<file path="src/source/usb_demo_pkg.sv">
package usb_demo_pkg;

  // Stream data byte on both bulk endpoints
  localparam int BYTE_W = 8;

  // Board LEDs, active low
  localparam int LED_W = 6;

  // Blink source for the frame counter LED
  //   BLINK_NORMAL  square wave from counter bit BLINK_BIT
  //   BLINK_FAULT   AND of counter bits BLINK_BIT-1 and BLINK_BIT-2,
  //                 a short flash that marks a sticky CRC fault
  typedef enum logic {
    BLINK_NORMAL = 1'b0,
    BLINK_FAULT  = 1'b1
  } blink_mode_e;

  // LED map, low means the condition holds
  //   [5]  frame counter blink
  //   [4]  transfer error latch, qualified by IN ready
  //   [3]  transfer idle
  //   [2]  telemetry present
  //   [1]  unused, held high
  //   [0]  unused, held high

endpackage

</file>
<file path="src/source/status_leds.sv">
module status_leds #(
  parameter int BLINK_BIT = 12
) (
  input  logic                             usb_clock,
  input  logic                             rst_n,
  input  logic                             usb_reset_i,
  input  logic                             sof_i,
  input  logic                             crc_err_i,
  input  logic                             xfer_err_i,
  input  logic                             xfer_idle_i,
  input  logic                             has_telemetry_i,
  input  logic                             blk_in_ready_i,
  output logic [usb_demo_pkg::LED_W-1:0]   leds_o
);

  logic [BLINK_BIT:0]        frame_cnt_q;
  logic                      sof_d1_q;
  logic                      sof_d2_q;
  logic                      crc_latch_q;
  logic                      xfer_latch_q;
  logic                      telem_q;
  logic                      sof_rise;
  logic                      blink;
  usb_demo_pkg::blink_mode_e blink_mode;

  // Edge found one cycle after sampling, count bumps on the next edge
  assign sof_rise = sof_d1_q && !sof_d2_q;

  assign blink_mode = crc_latch_q ? usb_demo_pkg::BLINK_FAULT : usb_demo_pkg::BLINK_NORMAL;

  always_comb begin
    case (blink_mode)
      usb_demo_pkg::BLINK_FAULT: begin
        blink = frame_cnt_q[BLINK_BIT-1] & frame_cnt_q[BLINK_BIT-2];
      end
      default: begin
        blink = frame_cnt_q[BLINK_BIT];
      end
    endcase
  end

  always_ff @(posedge usb_clock or negedge rst_n) begin
    if (!rst_n) begin
      frame_cnt_q  <= '0;
      sof_d1_q     <= 1'b0;
      sof_d2_q     <= 1'b0;
      crc_latch_q  <= 1'b0;
      xfer_latch_q <= 1'b0;
      telem_q      <= 1'b0;
    end else if (usb_reset_i) begin
      frame_cnt_q  <= '0;
      sof_d1_q     <= 1'b0;
      sof_d2_q     <= 1'b0;
      crc_latch_q  <= 1'b0;
      xfer_latch_q <= 1'b0;
      telem_q      <= 1'b0;
    end else begin
      sof_d1_q <= sof_i;
      sof_d2_q <= sof_d1_q;
      telem_q  <= has_telemetry_i;
      if (sof_rise) begin
        frame_cnt_q <= frame_cnt_q + 1'b1;
      end
      // Sticky until the next reset
      if (crc_err_i) begin
        crc_latch_q <= 1'b1;
      end
      // Only an error seen while IN is offered counts
      if (xfer_err_i && blk_in_ready_i) begin
        xfer_latch_q <= 1'b1;
      end
    end
  end

  // Active low
  assign leds_o = {~blink, ~xfer_latch_q, ~xfer_idle_i, ~telem_q, 2'b11};

endmodule

</file>
<file path="config.mk">
export PLATFORM = sky130hd
export DESIGN_NAME = status_leds
export DESIGN_NICKNAME = d
export VERILOG_FILES = /design/src/source/usb_demo_pkg.sv /design/src/source/status_leds.sv
export SDC_FILE = /design/constraint.sdc
export NUM_CORES = 1
export LEC_CHECK = 0
export ABC_CLOCK_PERIOD_IN_PS = 2500
export BUFFER_PORTS_ARGS = -buffer_cell sky130_fd_sc_hd__buf_2
export CORE_MARGIN = 10
export CORE_UTILIZATION = 57
export DETAILED_ROUTE_END_ITERATION = 6
export GPL_ROUTABILITY_DRIVEN = 0
export HOLD_SLACK_MARGIN = 0.1
export PLACE_DENSITY = 0.81
export SYNTH_ARGS = -nofsm -noshare
export SYNTH_HDL_FRONTEND = slang
export SYNTH_SLANG_ARGS = --single-unit
</file>
<file path="constraint.sdc">
create_clock -name usb_clock -period 2.5 [get_ports usb_clock]
set_input_delay 0.5 -clock usb_clock [delete_from_list [all_inputs] [get_ports usb_clock]]
set_output_delay 0.5 -clock usb_clock [all_outputs]
set_load 0.01 [all_outputs]
</file>
==> metrics.csv <==
metric,value,unit
status,"finished, final reports clean",
maxcap violations,0,
P&R area growth vs syn,9.45,%
max-slew violations,0,
leakage power,0.000441,uW
Yosys cell types,27,
CTS buffer count,3,
CP cell instances,nand2b_2 > nor4_1 > mux2_2,
Critical Path RT,2690,ps
Ports,15,
initial antenna violation count,0,
adder-cell area share of the yosys netlist,0.0137,
routed vias/inst,5.85,
Peak VDD IR,0.464,mV
via count,690,
Post-DRT Antenna Nets,0,
Worst path max stage delay,420,ps
clock sinks,18,
unrepaired setup endpoints after global routing,no,
max frequency,617,MHz
crit path max fanout,16,
clk buf depth,2,
multi-input logic area,418,sq um
Core Footprint,0.00151,sq mm
CTS Hold Bufs,0,
Die W,60.0,um
mapped cell area,913,sq um
vias in the first global route,648,
Yosys reg bits,18,
# resized after CTS,0,
die area,0.00360,sq mm
share of cells above drive strength 1,0.225,
multiplexer share of the synthesized area,0.0603,
Post-CTS Setup Bufs,0,
Hold/Removal Path Class,input port to asynchronous set/reset pin,
Compound-Gate Fraction of Synth Area,0.0890,
Crit Path Category,flop to flop,
drt wl/cell,14.6,um
Detailed Routing Iterations Pass 1,4,
Final min period,1620,ps
largest net degree at the start of global routing,23,
DRC marker count from the first detailed-route iteration,7,
post-DP HPWL,1.24,mm
"Seq/Total Area, Yosys",0.493,
power density over the cells,519,mW/mm^2
n_diodes,0,
CTS H-Tree Depth,1,
Layout fillers,127,
simple-gate share of the synthesized area,0.267,
starting density of the core,0.606,
mean post-synth cell area,10.1,sq um
Synth Instances,90,
"commonest non-fill, non-tap cell in the layout",dfrtp_1,
Min Hold Slack,110,ps
CP max-delay cell,nor4_1,
Reg area,450,sq um
Die H,60.0,um
final setup vio count,0,
first-pass GRT wire length,2.83,mm
most frequent cells in the layout,"dfrtp_1 (18), buf_2 (12), nor2_1 (10)",
count of final hold-check violations,0,
Synth warnings,0,
largest family of logic cells by synthesized area,simple AND/OR/NAND/NOR gates,
gr usage total,0.0994,
"Reg clk slew, reported paths",100,ps
CTS tree,built,
Root Buffer,clkbuf_4,
# rows,14,
setup TNS,0,ps
non-filler instance count after layout,118,
DRC,0,
dpl cells,114,
Critical Path End Type,flop,
final period utilization,0.648,
Worst Clk Skew,1.24,ps
final wirelength,1.73,mm
"Arr. time, crit path",1810,ps
Critical Path Start Type,flop,
Buffers on Ports,12,
xor/xnor cell area share of the yosys netlist,0.0192,
GRT overflow,0,
worst skew pair latency,290,ps
Top delay family on crit path,simple AND/OR/NAND/NOR gates,
Bufs and invs on worst path,0,
Final nets,113,
## per-stage QoR
step | worst slack, ps | total power, uW | utilization | cell area, sq um
2_1_floorplan | 1050 | 332 | - | 917
3_3_place_gp | 969 | 345 | 0.640 | 963
3_5_place_dp | 899 | 347 | 0.640 | 963
4_1_cts | 886 | 524 | 0.664 | 1000
5_1_grt | 812 | 539 | 0.664 | 1000
6_report | 879 | 519 | 0.664 | 1000
## Yosys cell counts
| library cell | number | share of area |
|---|---|---|
| mux2_2 | 4 | 0.049 |
| nand3b_1 | 1 | 0.0082 |
| nand3_1 | 2 | 0.011 |
| clkbuf_1 | 2 | 0.0082 |
| buf_6 | 1 | 0.012 |
| inv_1 | 4 | 0.016 |
| ha_1 | 1 | 0.014 |
| xor2_1 | 2 | 0.019 |
| o21ai_0 | 2 | 0.011 |
| nand2b_2 | 1 | 0.0096 |
| a31oi_1 | 1 | 0.0069 |
| nand4_2 | 1 | 0.014 |
| conb_1 | 1 | 0.0041 |
| dfrtp_1 | 18 | 0.49 |
| a21oi_1 | 7 | 0.038 |
| mux2i_1 | 1 | 0.011 |
| or4_1 | 4 | 0.033 |
| or3_1 | 2 | 0.014 |
| nor2b_1 | 8 | 0.055 |
| nand2_1 | 3 | 0.012 |
| o31ai_1 | 4 | 0.033 |
| buf_4 | 2 | 0.016 |
| nand4b_1 | 1 | 0.0096 |
| nor2_1 | 10 | 0.041 |
| nor4_1 | 4 | 0.027 |
| nand3_4 | 1 | 0.019 |
| nand4_1 | 2 | 0.014 |
## state kept, by name (all words and copies together) (netlist names)
register and count:
sof_d2_q 1, crc_latch_q 1, xfer_latch_q 1, telem_q 1, frame_cnt_q 13, sof_d1_q 1
## logic make-up after synthesis
logic type	Yosys count
simple gates	40
flops	18
compound gates	14
buf+inv	9
mux	5
xor+xnor	2
fa+ha+maj	1
other cells	1
## layer usage
metal | track usage | wire length, um
met5 | 0 | 0
met4 | 0.0577 | 38
met3 | 0.0275 | 101
met2 | 0.151 | 798
met1 | 0.121 | 786
## layout make-up
type | instances | area share
tap | 16 | 0.0200
multi-input combinational | 64 | 0.418
sequential | 18 | 0.451
clock buffer | 4 | 0.0363
timing repair buffer | 12 | 0.0601
inverter | 4 | 0.0150
## final timing paths
| path | from | endpoint | slack, ps | depth (start not counted) |
|---|---|---|---|---|
| worst min register to register | xfer_latch_q | xfer_latch_q | 520 | 2 |
| worst max-delay path | sof_d2_q | frame_cnt_q[12] | 880 | 3 |
| worst max register to register | sof_d2_q | frame_cnt_q[12] | 880 | 3 |
| max in group asynchronous | rst_n | crc_latch_q | 2120 | 1 |
| min in group usb_clock | sof_i | sof_d1_q | 420 | 2 |
| worst min-delay path | rst_n | frame_cnt_q[6] | 110 | 1 |
## power by group
group / total [uW] / switching [uW] / internal [uW]
logic: 37.4 / 24.0 / 13.4
clock network: 178 / 89.3 / 88.8
registers: 303 / 5.90 / 297
(Power assumes the default switching activity.)
